[src/logic/vdp_regs_pkg.sv]
// VDP register definitions
// Register numbers, control register fields and screen mode encoding
`default_nettype none

package vdp_regs_pkg;

    typedef logic [5:0] reg_num_t;
    typedef logic [7:0] reg_data_t;

    // Register numbers owned by this block
    localparam reg_num_t R_MODE0     = 6'd0;
    localparam reg_num_t R_MODE1     = 6'd1;
    localparam reg_num_t R_NAME      = 6'd2;
    localparam reg_num_t R_COLOR     = 6'd7;
    localparam reg_num_t R_MODE2     = 6'd8;
    localparam reg_num_t R_MODE3     = 6'd9;
    localparam reg_num_t R_STAT_SEL  = 6'd15;
    localparam reg_num_t R_PAL_SEL   = 6'd16;
    localparam reg_num_t R_IND_SEL   = 6'd17;
    localparam reg_num_t R_HINT_LINE = 6'd19;

    typedef enum logic [3:0] {
        MODE_NONE,
        TEXT1, TEXT1Q, TEXT2,
        MULTI, MULTIQ,
        GRAPHIC1, GRAPHIC2, GRAPHIC3, GRAPHIC4,
        GRAPHIC5, GRAPHIC6, GRAPHIC7
    } screen_mode_e;

    // Control register fields seen by the display side
    typedef struct packed {
        logic       r0_hsync_int_en;
        logic       r1_sp_size;
        logic       r1_sp_zoom;
        logic       r1_bl_clks;
        logic       r1_vsync_int_en;
        logic       r1_disp_on;
        logic [6:0] r2_pt_nam_addr;
        reg_data_t  r7_frame_col;
        logic       r8_sp_off;
        logic       r8_col0_on;
        logic       r9_pal_mode;
        logic       r9_interlace_mode;
        logic       r9_y_dots;
        reg_data_t  r19_hsync_int_line;
    } ctrl_regs_t;

    typedef struct packed {
        screen_mode_e screen;
        logic         is_high_res;
        logic         sp_mode2;
        logic         vram_interleave;
    } mode_flags_t;

endpackage

`default_nettype wire

[src/logic/vdp_bus_pkg.sv]
// VDP host bus definitions
// CPU request, register write, status input and palette types
`default_nettype none

package vdp_bus_pkg;

    import vdp_regs_pkg::*;

    typedef logic [1:0] port_t;
    typedef logic [3:0] pal_idx_t;
    typedef logic [1:0] dot_state_t;

    localparam port_t P_VRAM = 2'd0;
    localparam port_t P_CTRL = 2'd1;
    localparam port_t P_PAL  = 2'd2;
    localparam port_t P_IND  = 2'd3;

    typedef struct packed {
        logic      req;
        logic      wrt;
        port_t     adr;
        reg_data_t dbo;
    } cpu_req_t;

    // One register write, valid for a single cycle
    typedef struct packed {
        logic      valid;
        reg_num_t  num;
        reg_data_t data;
    } reg_wr_t;

    typedef struct packed {
        logic       vsync_int_n;
        logic       hsync_int_n;
        logic       sp_collision;
        logic       sp_over;
        logic [4:0] sp_over_num;
        logic       tr;
        logic       vd;
        logic       hd;
        logic       bd;
        logic       field;
        logic       ce;
        logic [4:0] vdp_id;
    } status_in_t;

    typedef struct packed {
        reg_data_t rb;
        reg_data_t g;
    } pal_entry_t;

endpackage

`default_nettype wire

[src/logic/cpu_port_decoder.sv]
// Host port decoder
// Turns port requests into register writes, status read events and palette bytes
`timescale 1ns/1ps
`default_nettype none

module cpu_port_decoder
    import vdp_regs_pkg::*;
    import vdp_bus_pkg::*;
(
    input  logic      CLK21M,
    input  logic      RESET,
    input  cpu_req_t  bus,
    output logic      ack,
    output reg_wr_t   reg_wr,
    output logic      stat_rd,
    output logic      pal_byte_valid,
    output reg_data_t pal_byte
);

    typedef enum logic {
        FIRST,
        SECOND
    } byte_phase_e;

    byte_phase_e phase;
    reg_data_t   p1_first;
    logic        wr_pend;
    reg_num_t    wr_num;
    reg_data_t   wr_data;
    reg_num_t    ind_ptr;
    logic        ind_inc;
    logic        bus_rd;
    logic        bus_wr;

    assign bus_rd = bus.req & ~bus.wrt;
    assign bus_wr = bus.req & bus.wrt;

    assign stat_rd        = bus_rd && (bus.adr == P_CTRL);
    assign pal_byte_valid = bus_wr && (bus.adr == P_PAL);
    assign pal_byte       = bus.dbo;

    // A queued write goes out on the first idle bus cycle
    assign reg_wr = '{valid: wr_pend & ~bus.req, num: wr_num, data: wr_data};

    always_ff @(posedge CLK21M or posedge RESET) begin
        if (RESET) begin
            ack     <= 1'b0;
            phase   <= FIRST;
            wr_pend <= 1'b0;
            ind_ptr <= '0;
            ind_inc <= 1'b0;
        end else begin
            ack <= bus.req;
            if (stat_rd) begin
                phase <= FIRST;
            end else if (bus_wr && bus.adr == P_CTRL) begin
                if (phase == FIRST) begin
                    phase <= SECOND;
                end else begin
                    phase <= FIRST;
                    // Bit 7 clear would be a VRAM address setup
                    if (bus.dbo[7]) begin
                        wr_pend <= 1'b1;
                    end
                end
            end else if (bus_wr && bus.adr == P_IND) begin
                // R17 itself is protected from indirect writes
                if (ind_ptr != R_IND_SEL) begin
                    wr_pend <= 1'b1;
                end
                if (ind_inc) begin
                    ind_ptr <= ind_ptr + 6'd1;
                end
            end else if (reg_wr.valid) begin
                wr_pend <= 1'b0;
                if (reg_wr.num == R_IND_SEL) begin
                    ind_ptr <= reg_wr.data[5:0];
                    ind_inc <= ~reg_wr.data[7];
                end
            end
        end
    end

    // Byte buffers for the pending write
    always_ff @(posedge CLK21M) begin
        if (bus_wr && bus.adr == P_CTRL) begin
            if (phase == FIRST) begin
                p1_first <= bus.dbo;
            end else begin
                wr_num  <= bus.dbo[5:0];
                wr_data <= p1_first;
            end
        end else if (bus_wr && bus.adr == P_IND) begin
            wr_num  <= ind_ptr;
            wr_data <= bus.dbo;
        end
    end

endmodule

`default_nettype wire

[config.mk]
export PLATFORM = sky130hd
export DESIGN_NAME = cpu_port_decoder
export DESIGN_NICKNAME = d
export VERILOG_FILES = /design/src/logic/vdp_regs_pkg.sv /design/src/logic/vdp_bus_pkg.sv /design/src/logic/cpu_port_decoder.sv
export SDC_FILE = /design/constraint.sdc
export NUM_CORES = 1
export LEC_CHECK = 0
export ABC_AREA = 1
export CORE_AREA = 2 2 77 50
export CTS_BUF_LIST = sky130_fd_sc_hd__clkbuf_2 sky130_fd_sc_hd__clkbuf_4 sky130_fd_sc_hd__clkbuf_8
export DETAILED_ROUTE_END_ITERATION = 7
export DIE_AREA = 0 0 79 52
export DONT_BUFFER_PORTS = 1
export MAX_ROUTING_LAYER = met4
export PLACE_DENSITY_LB_ADDON = 0.3
export SLEW_MARGIN = 20
export SYNTH_ARGS = -nofsm -noshare
export SYNTH_HDL_FRONTEND = slang
export SYNTH_SLANG_ARGS = --single-unit
[constraint.sdc]
create_clock -name CLK21M -period 1.6 [get_ports CLK21M]
set_input_delay 0.16 -clock CLK21M [delete_from_list [all_inputs] [get_ports CLK21M]]
set_output_delay 0.16 -clock CLK21M [all_outputs]
set_load 0.01 [all_outputs]
==> run_results.csv, run 1 <==
group,metric,value,unit
timing,max-slew-margin-rel,71.9,%
global_route,antenna_found_initial,0,
clock_network,cts_root_buf,"clkbuf_8",
power,irDropWorstVdd,0.000534,V
routing,vias,1151,
routing,drc_errors,0,
synth,synth_area_leaders,"edfxtp_1 41%, dfrtp_1 15%, nand2_1 9.9%, inv_1 6.0%, o21ai_0 4.6%",
timing,tns,0,ns
routing,drt_iter0_markers,86,
floorplan,dieArea,4110,µm²
setup_path,rr_worst_depth,6,
final_layout,fin_nets,198,
placed_design,port_buffers,0,
timing,hold_ws,0.0226,ns
power,power.density,988,nW/µm²
floorplan,ios,40,
setup_path,crit_start,"ind_ptr[0]",
setup_path,worstReg2RegStart,"ind_ptr[0]",
status,status,"finished clean",
run,drv_cap,0,
floorplan,rows,17,
power,power,1810,µW
setup_path,rrSetupSlack,0.29,ns
synth,synth_top_area_cell,"edfxtp_1",
synth,synth_area_per_cell,9.39,µm²
timing,fmax,762,MHz
timing,skew,0.00740,ns
global_route,grt_max_degree,19,
global_route,grt_pass1_wl,5240,µm
global_route,track_usage,18.5,%
floorplan,die_h,52,µm
timing,grt_setup_unrepaired,"false",
power,p_comb_share,5.7,%
setup_path,worst-path-max-fanout,7,
power,p_sw,397,µW
clock_network,htreeDepth,2,
clock_network,path_clk_slew,0.07,ns
clock_network,cts_buffer_depth,2,
power,p_clk_share,42.9,%
timing,period_share,82.0,%
timing,min_period,1.31,ns
min_path,hp-class,"in2reg",
global_route,overflow,0,
synth,netlist_instances,173,
setup_path,cp-endpoint,"ind_ptr[2]",
routing,ant_nets,0,
final_layout,diodes,0,
floorplan,die_x,79,µm
routing,wl,3250,µm
power,switching_share,21.9,%
floorplan,start_util,47.2,%
floorplan,core,3450,µm²
setup_path,reg2reg_to,"ind_ptr[2]",
clock_network,clock_latency,0.29,ns
synth,ys_types,22,
routing,vias_per_cell,5.00,
synth,seq_area_frac_synth,56.0,%
synth,syn_area,1630,µm²
setup_path,worstPathRequired,1.78,ns
setup_path,crit_type,"reg2reg",
setup_path,critPathCaptureType,"register",
timing,finalHoldViolCount,0,
synth,synth_top_area_share,40.6,%
power,p_seq_share,51.4,%
timing,worst_pin_slew,0.421,ns
final_layout,final_util,53.2,%
routing,drt_pass1_iterations,5,
setup_path,critPathArrivalTime,1.49,ns
synth,yosys_warnings,0,
power,internal_power,1420,µW
routing,drt-wirelength-per-cell,14.1,µm
clock_network,tritoncts,"done",
placed_design,place.gp.congestion,0.846,
clock_network,post-cts-setup-buffers,0,
timing,setup_viol,0,
synth,synth-seq-cells,32,
synth,synth_nets,189,
final_layout,syn2layout_area_growth,12.9,%
global_route,grt_pass1_vias,1078,
clock_network,cts-buffers-inserted,5,
power,p_leak,0.000846,µW
timing,slew_viol_final,0,
setup_path,cp-start-kind,"register",
clock_network,numClockSinks,32,
placed_design,hpwlAfterDp,2400,µm
final_layout,drive_gt1_share,15.3,%
[layout by cell type (no fill, tap or decap), types with 2 or more instances in the layout]
| cell | netlist | layout |
|---|---|---|
| inv_1 | 26 | 26 |
| ha_1 | 2 | 2 |
| nand2_1 | 43 | 43 |
| edfxtp_1 | 22 | 22 |
| a21oi_1 | 2 | 2 |
| dlygate4sd3_1 | 0 | 10 |
| o21ai_0 | 15 | 15 |
| nor2_1 | 8 | 8 |
| nand4_1 | 3 | 3 |
| dfrtp_1 | 10 | 10 |
| o21ai_2 | 5 | 5 |
| o21ai_1 | 2 | 2 |
| buf_4 | 9 | 3 |
| nand2_2 | 4 | 4 |
| nand2_4 | 2 | 2 |
| nand3_1 | 11 | 11 |
| or2_2 | 3 | 3 |
| clkbuf_8 | 0 | 5 |
[logic make-up after synthesis]
kind of cell             after synthesis  share of synthesized area, %
adder cells (fa/ha/maj)                2                          1.54
AND/OR/NAND/NOR                       76                          21.9
AO/OA/AOI/OAI                         24                          8.54
flip-flops                            32                          56.0
buffers and inverters                 39                          11.9
[cell type report]
class                      instances  area, µm²
clock inverter                     3       42.5
timing repair buffer              13        123
inverter                          28        110
multi-input combinational        102        520
sequential                        32        911
fill                             315       1610
clock buffer                       5       68.8
tap                               47       58.8
[power groups by stage]
stage	Clock, µW	Combinational [µW]	Sequential, µW
floorplan	0	86.1	945
global placement	0	83.5	949
detailed placement	0	85.4	949
CTS	789	106	931
global route	825	118	934
finish	778	104	931
[through the flow]
step           worst slack (ns)  instance area, µm²  instances
6_report                  0.288                1830        230
5_1_grt                   0.193                1830        230
4_1_cts                   0.274                1830        230
3_5_place_dp              0.288                1620        212
3_3_place_gp              0.318                1620        212
2_1_floorplan             0.330                1630        173
[worst min-delay path by stage]
stage	to	slack [ns]	start	cells after the start
2_1_floorplan	ack	0.0002	RESET	1
6_report	wr_pend	0.02	bus[11]	2
5_1_grt	wr_pend	0.03	bus[11]	2
4_1_cts	wr_pend	0.01	bus[11]	2
3_3_place_gp	ind_ptr[2]	0.06	RESET	1
3_5_place_dp	ind_ptr[2]	0.07	RESET	1
[Yosys cell counts]
cell      count
o21ai_1       2
buf_6         1
buf_4         9
ha_1          2
o21ai_0      15
o21ai_2       5
buf_2         1
nand2_2       4
a21oi_1       2
inv_2         1
clkinv_4      1
nand2_1      43
dfrtp_1      10
edfxtp_1     22
inv_1        26
or2_2         3
nand3_1      11
nor2_1        8
nand4_1       3
nor3_1        1
nor2_8        1
nand2_4       2
[routing by layer]
metal	vias to the layer above	global-route usage (%)	wire, µm
met2	28	25.7	1490
met5	-	-	0
met3	7	5.56	245
li1	570	-	-
met4	0	10.3	61
met1	546	24.1	1460
[critical path: stages, from the launching register on]
cell and delay, ns:
dfrtp_1 0.45, ha_1 0.26, or2_2 0.27, nand3_1 0.08, nand2_1 0.05, nand2_1 0.05, nand2_1 0.04
[repair_timing]
| action | 4_1_cts | 5_1_grt |
|---|---|---|
| hold buffers | 10 | 0 |
| endpoints found under the hold margin | 19 | 0 |
| resized for setup | 0 | 0 |
[registers in the layout, summed over array words and instances (netlist names)]
register and count:
phase 1, wr_num 6, wr_pend 1, p1_first 8
ind_inc 1, wr_data 8, ack 1, ind_ptr 6
(Power assumes the default switching activity.)
==> run 2: changes to the inputs <==
Clock period 1.6 ns to 1.2 ns, I/O delays scaled along.
==> run 2 against run 1 <==
Wire length grew 0.98%. Clock power up 1%. Final area rose by 7.8%. Setup slack worse by 0.29 ns. Sequential power increased by 33%. Utilization rose by 4.1 points. Die area is the same. Sequential share of layout area fell by 3.6 points. First-iteration DRC count decreased by 19%. Critical endpoint unchanged. Largest power group unchanged.
==> run_results.csv, run 2 (synthesized netlist as in run 1, its figures left out) <==
group,metric,value,unit
status,status,"finished clean",
setup_path,rr_worst_depth,6,
setup_path,worstPathRequired,1.38,ns
min_path,hold_end,"wr_data[6]",
placed_design,place_area,1740,µm²
global_route,overflow,0,
setup_path,critPathCaptureType,"register",
setup_path,path_cells,"ha_2, or2_2, nand3_1, nand2_1, nand2_1, nand2_1",
power,p_leak,0.000934,µW
routing,drt-wirelength-per-cell,13.3,µm
final_layout,design_area,1980,µm²
timing,min_period,1.20,ns
setup_path,crit_top_cell,"nand2_1",
final_layout,fin_nets,215,
min_path,hp-class,"in2reg",
final_layout,drive_gt1_share,26.0,%
power,irDropWorstVdd,0.000772,V
setup_path,path_depth,6,
routing,drt_pass1_iterations,5,
floorplan,die_x,79,µm
timing,max-slew-margin-rel,72.7,%
routing,wl,3280,µm
routing,vias,1214,
floorplan,dieArea,4110,µm²
setup_path,cp-start-kind,"register",
run,drv_cap,0,
final_layout,diodes,0,
final_layout,syn2layout_area_growth,21.6,%
timing,grt_setup_unrepaired,"true",
setup_path,reg2reg_to,"ind_ptr[2]",
power,power,2190,µW
clock_network,htreeDepth,2,
clock_network,path_clk_slew,0.07,ns
setup_path,critPathSlowestCell,"dfrtp_1",
clock_network,cts_root_buf,"clkbuf_8",
floorplan,start_util,47.2,%
clock_network,cts_buffer_depth,2,
timing,fmax,836,MHz
placed_design,dpl.cell_count,226,
min_path,whs_path_depth,2,
placed_design,port_buffers,0,
routing,drc_errors,0,
timing,period_share,99.7,%
timing,skew,0.00482,ns
final_layout,final_common_cell,"nand2_1",
setup_path,crit_type,"reg2reg",
setup_path,worstReg2RegStart,"ind_ptr[1]",
floorplan,ios,40,
setup_path,rrSetupSlack,0.003,ns
global_route,track_usage,17.5,%
global_route,grt_max_degree,15,
floorplan,rows,17,
global_route,grt_pass1_vias,1083,
setup_path,cp_top_family,"simple AND/OR/NAND/NOR gates",
routing,ant_nets,0,
floorplan,die_h,52,µm
timing,setup_viol,0,
clock_network,tritoncts,"done",
placed_design,hpwlAfterDp,2340,µm
power,power.density,1110,nW/µm²
timing,finalHoldViolCount,0,
floorplan,core,3450,µm²
final_layout,layout_common_cells,"42 x nand2_1, 23 x inv_1, 22 x edfxtp_1, 17 x buf_4, 14 x o21ai_0",
global_route,grt_pass1_wl,5060,µm
setup_path,critPathArrivalTime,1.37,ns
final_layout,stdcell_count,247,
setup_path,worst-path-max-fanout,4,
final_layout,top_regs,"p1_first: 8 flops, wr_data: 8 flops",
clock_network,numClockSinks,32,
setup_path,path_buf_inv,0,
timing,worst_pin_slew,0.408,ns
routing,drt_iter0_markers,70,
placed_design,place.gp.congestion,0.860,
clock_network,clock_latency,0.28,ns
clock_network,cts-buffers-inserted,5,
setup_path,slowest_delay,0.39,ns
global_route,antenna_found_initial,0,
min_path,hp-start,"bus[6]",
timing,slew_viol_final,0,
routing,vias_per_cell,4.91,
==> run 2: cell count changes in the layout (fill, tap and decap cells not counted), moves of 2 or more <==
cell and change:
buf_4 +14, inv_1 -3, inv_2 +3, buf_12 +2
nor2_1 -2, nor2_2 +2
==> run 2: layout make-up <==
class	count	area (µm²)
clock inverter	3	13.8
fill	296	1470
tap	47	58.8
multi-input combinational	103	547
inverter	28	110
clock buffer	5	68.8
timing repair buffer	29	268
sequential	32	911
==> run 2: metal layers <==
metal / GRT usage [%] / vias up / part of all wire (%)
met5: - / - / 0
met4: 4.31 / 0 / 0.91
met3: 6.77 / 4 / 7.5
met2: 26.1 / 44 / 45
met1: 22.6 / 564 / 46
li1: - / 602 / -
==> run 2: worst max path at each step <==
stage               start         end  slack, ns
6_report       ind_ptr[1]  ind_ptr[2]      0.003
2_1_floorplan  ind_ptr[0]  ind_ptr[2]     -0.005
3_5_place_dp   ind_ptr[0]  ind_ptr[2]       0.03
3_3_place_gp   ind_ptr[0]  ind_ptr[2]       0.05
4_1_cts        ind_ptr[1]  ind_ptr[2]       0.02
5_1_grt        ind_ptr[1]  ind_ptr[2]      -0.06
==> run 2: through the flow <==
stage	setup slack, ns	hold slack, ns	utilization (%)	TNS (ns)
floorplan	-0.00523	-0.0398	-	-0.00523
global placement	0.0500	0.0210	50.6	0
detailed placement	0.0313	0.0290	50.6	0
CTS	0.0161	0.0196	55.9	0
global route	-0.0560	0.0342	57.4	-0.0998
finish	0.00334	0.0227	57.4	0
==> run 2: repair_timing <==
item	4_1_cts	5_1_grt
endpoints found under the hold margin	20	0
hold buffers	10	0
setup buffers	0	2
setup endpoints to repair	0	28
gates resized for setup	0	8
==> run 2: power by group <==
part           internal, µW  switching, µW  total [µW]
logic                  76.1           91.4         167
clock network           393            393         786
registers              1220           18.8        1240
==> run 3: changes to the inputs <==
Clock period 1.2 ns to 1.45 ns, I/O delays scaled along.
==> run 3 against run 2 <==
Setup slack gained 0.12 ns. Hold slack better by 0.025 ns. Global-route usage rose by 1.1 points. Power fell by 8.4%. Clock skew hardly changed. Non-clock buffer count decreased by 15. First-iteration DRC count fell by 10%. Critical path type unchanged. Final area shrank 6.8%. Critical endpoint unchanged. Die area unchanged. Sequential power fell by 17%. Highest routed layer unchanged. Largest cell class unchanged. Via count fell by 9.5%.
==> run_results.csv, run 3 (synthesized netlist as in run 1, its figures left out) <==
group,metric,value,unit
final_layout,final_common_cell,"nand2_1",
floorplan,rows,17,
floorplan,start_util,47.2,%
timing,max-slew-margin-rel,72.4,%
global_route,grt_pass1_vias,1034,
timing,slew_viol_final,0,
routing,wl,3280,µm
clock_network,htreeDepth,2,
min_path,hp-class,"in2reg",
setup_path,path_cells,"ha_1, or2_2, nand3_1, nand2_1, nand2_1, nand2_1",
setup_path,path_buf_inv,0,
power,p_sw,424,µW
setup_path,cp_top_family,"simple AND/OR/NAND/NOR gates",
timing,worst_pin_slew,0.414,ns
setup_path,crit_start,"ind_ptr[1]",
clock_network,post-cts-setup-buffers,0,
floorplan,dieArea,4110,µm²
global_route,antenna_found_initial,0,
final_layout,top_regs,"p1_first: 8 flops, wr_data: 8 flops",
global_route,grt_pass1_wl,5400,µm
routing,drt_pass1_iterations,4,
setup_path,critPathArrivalTime,1.50,ns
clock_network,clock_latency,0.28,ns
global_route,grt_max_degree,19,
routing,ant_nets,0,
setup_path,cp-start-kind,"register",
setup_path,rr_worst_depth,6,
setup_path,critPathCaptureType,"register",
power,p_seq_share,51.2,%
global_route,overflow,0,
floorplan,core,3450,µm²
clock_network,cts_root_buf,"clkbuf_8",
floorplan,die_h,52,µm
clock_network,cts-buffers-inserted,5,
final_layout,layout_common_cells,"43 x nand2_1, 26 x inv_1, 22 x edfxtp_1, 15 x o21ai_0, 11 x nand3_1",
clock_network,tritoncts,"done",
clock_network,numClockSinks,32,
clock_network,cts_hold_buf,10,
timing,grt_setup_unrepaired,"false",
routing,drc_errors,0,
timing,setup_viol,0,
clock_network,path_clk_slew,0.07,ns
timing,fmax,753,MHz
power,irDropWorstVdd,0.000467,V
setup_path,worstPathRequired,1.62,ns
global_route,track_usage,18.6,%
timing,min_period,1.33,ns
final_layout,fin_nets,199,
power,power.density,1090,nW/µm²
power,switching_share,21.1,%
setup_path,crit_type,"reg2reg",
timing,tns,0,ns
final_layout,drive_gt1_share,15.8,%
min_path,hp-start,"bus[6]",
final_layout,final_util,53.4,%
setup_path,slowest_delay,0.45,ns
routing,drt-wirelength-per-cell,14.2,µm
placed_design,dpl.cell_count,213,
min_path,hold_end,"wr_data[6]",
final_layout,diodes,0,
timing,finalHoldViolCount,0,
routing,vias_per_cell,4.76,
setup_path,worst-path-max-fanout,5,
min_path,whs_path_depth,2,
status,status,"finished clean",
power,p_clk_share,43.1,%
setup_path,crit_top_cell,"nand2_1",
floorplan,ios,40,
setup_path,reg2reg_to,"ind_ptr[2]",
timing,skew,0.00457,ns
timing,period_share,91.5,%
floorplan,die_x,79,µm
routing,drt_iter0_markers,63,
final_layout,stdcell_count,231,
placed_design,place.gp.congestion,0.806,
clock_network,cts_buffer_depth,2,
final_layout,syn2layout_area_growth,13.3,%
placed_design,place_area,1630,µm²
power,p_leak,0.000854,µW
placed_design,hpwlAfterDp,2340,µm
routing,vias,1099,
clock_network,cts_resized,0,
setup_path,worstReg2RegStart,"ind_ptr[1]",
power,internal_power,1580,µW
placed_design,port_buffers,0,
run,drv_cap,0,
power,p_comb_share,5.7,%
final_layout,design_area,1840,µm²
setup_path,rrSetupSlack,0.12,ns
setup_path,critPathSlowestCell,"dfrtp_1",
[run 3: cell count changes in the layout (fill, tap and decap cells not counted), sizes merged]
cell    delta
clkinv     -2
buf       -15
clkbuf     +1
nand2      -1
bufinv     +1
[run 3: how the worst max path moves through the flow]
stage / cells after the start / to / slack [ns]
final: 6 / ind_ptr[2] / 0.12
after detailed placement: 6 / ind_ptr[2] / 0.13
after global placement: 6 / ind_ptr[2] / 0.16
after CTS: 6 / ind_ptr[2] / 0.12
after floorplan: 7 / wr_data[0] / 0.19
after global routing: 6 / ind_ptr[2] / 0.05
[run 3: layout make-up]
type,count,area [µm²]
clock inverter,2,35.0
inverter,28,110
sequential,32,911
tap,47,58.8
multi-input combinational,102,520
fill,320,1600
clock buffer,6,76.3
timing repair buffer,14,130
[run 3: metrics by stage]
stage | hold slack (ns) | total power, µW | setup slack [ns]
6_report | 0.0476 | 2010 | 0.123
5_1_grt | 0.0472 | 2080 | 0.0487
4_1_cts | 0.0435 | 2010 | 0.120
3_5_place_dp | 0.0441 | 1140 | 0.133
3_3_place_gp | 0.0497 | 1140 | 0.158
2_1_floorplan | -0.0148 | 1140 | 0.195
[run 3: power by group through the flow]
stage                     sequential (µW)  combinational (µW)  clock (µW)
final                                1030                 114         865
after global routing                 1030                 130         923
after CTS                            1030                 114         872
after detailed placement             1050                91.8           0
after global placement               1050                92.8           0
after floorplan                      1040                95.0           0
[run 3: per-layer routing]
layer  GRT usage (%)  share of wire (%)
met4            7.76               0.88
met2            24.0                 41
met5               -                  0
met1            26.4                 52
met3            6.42                5.8
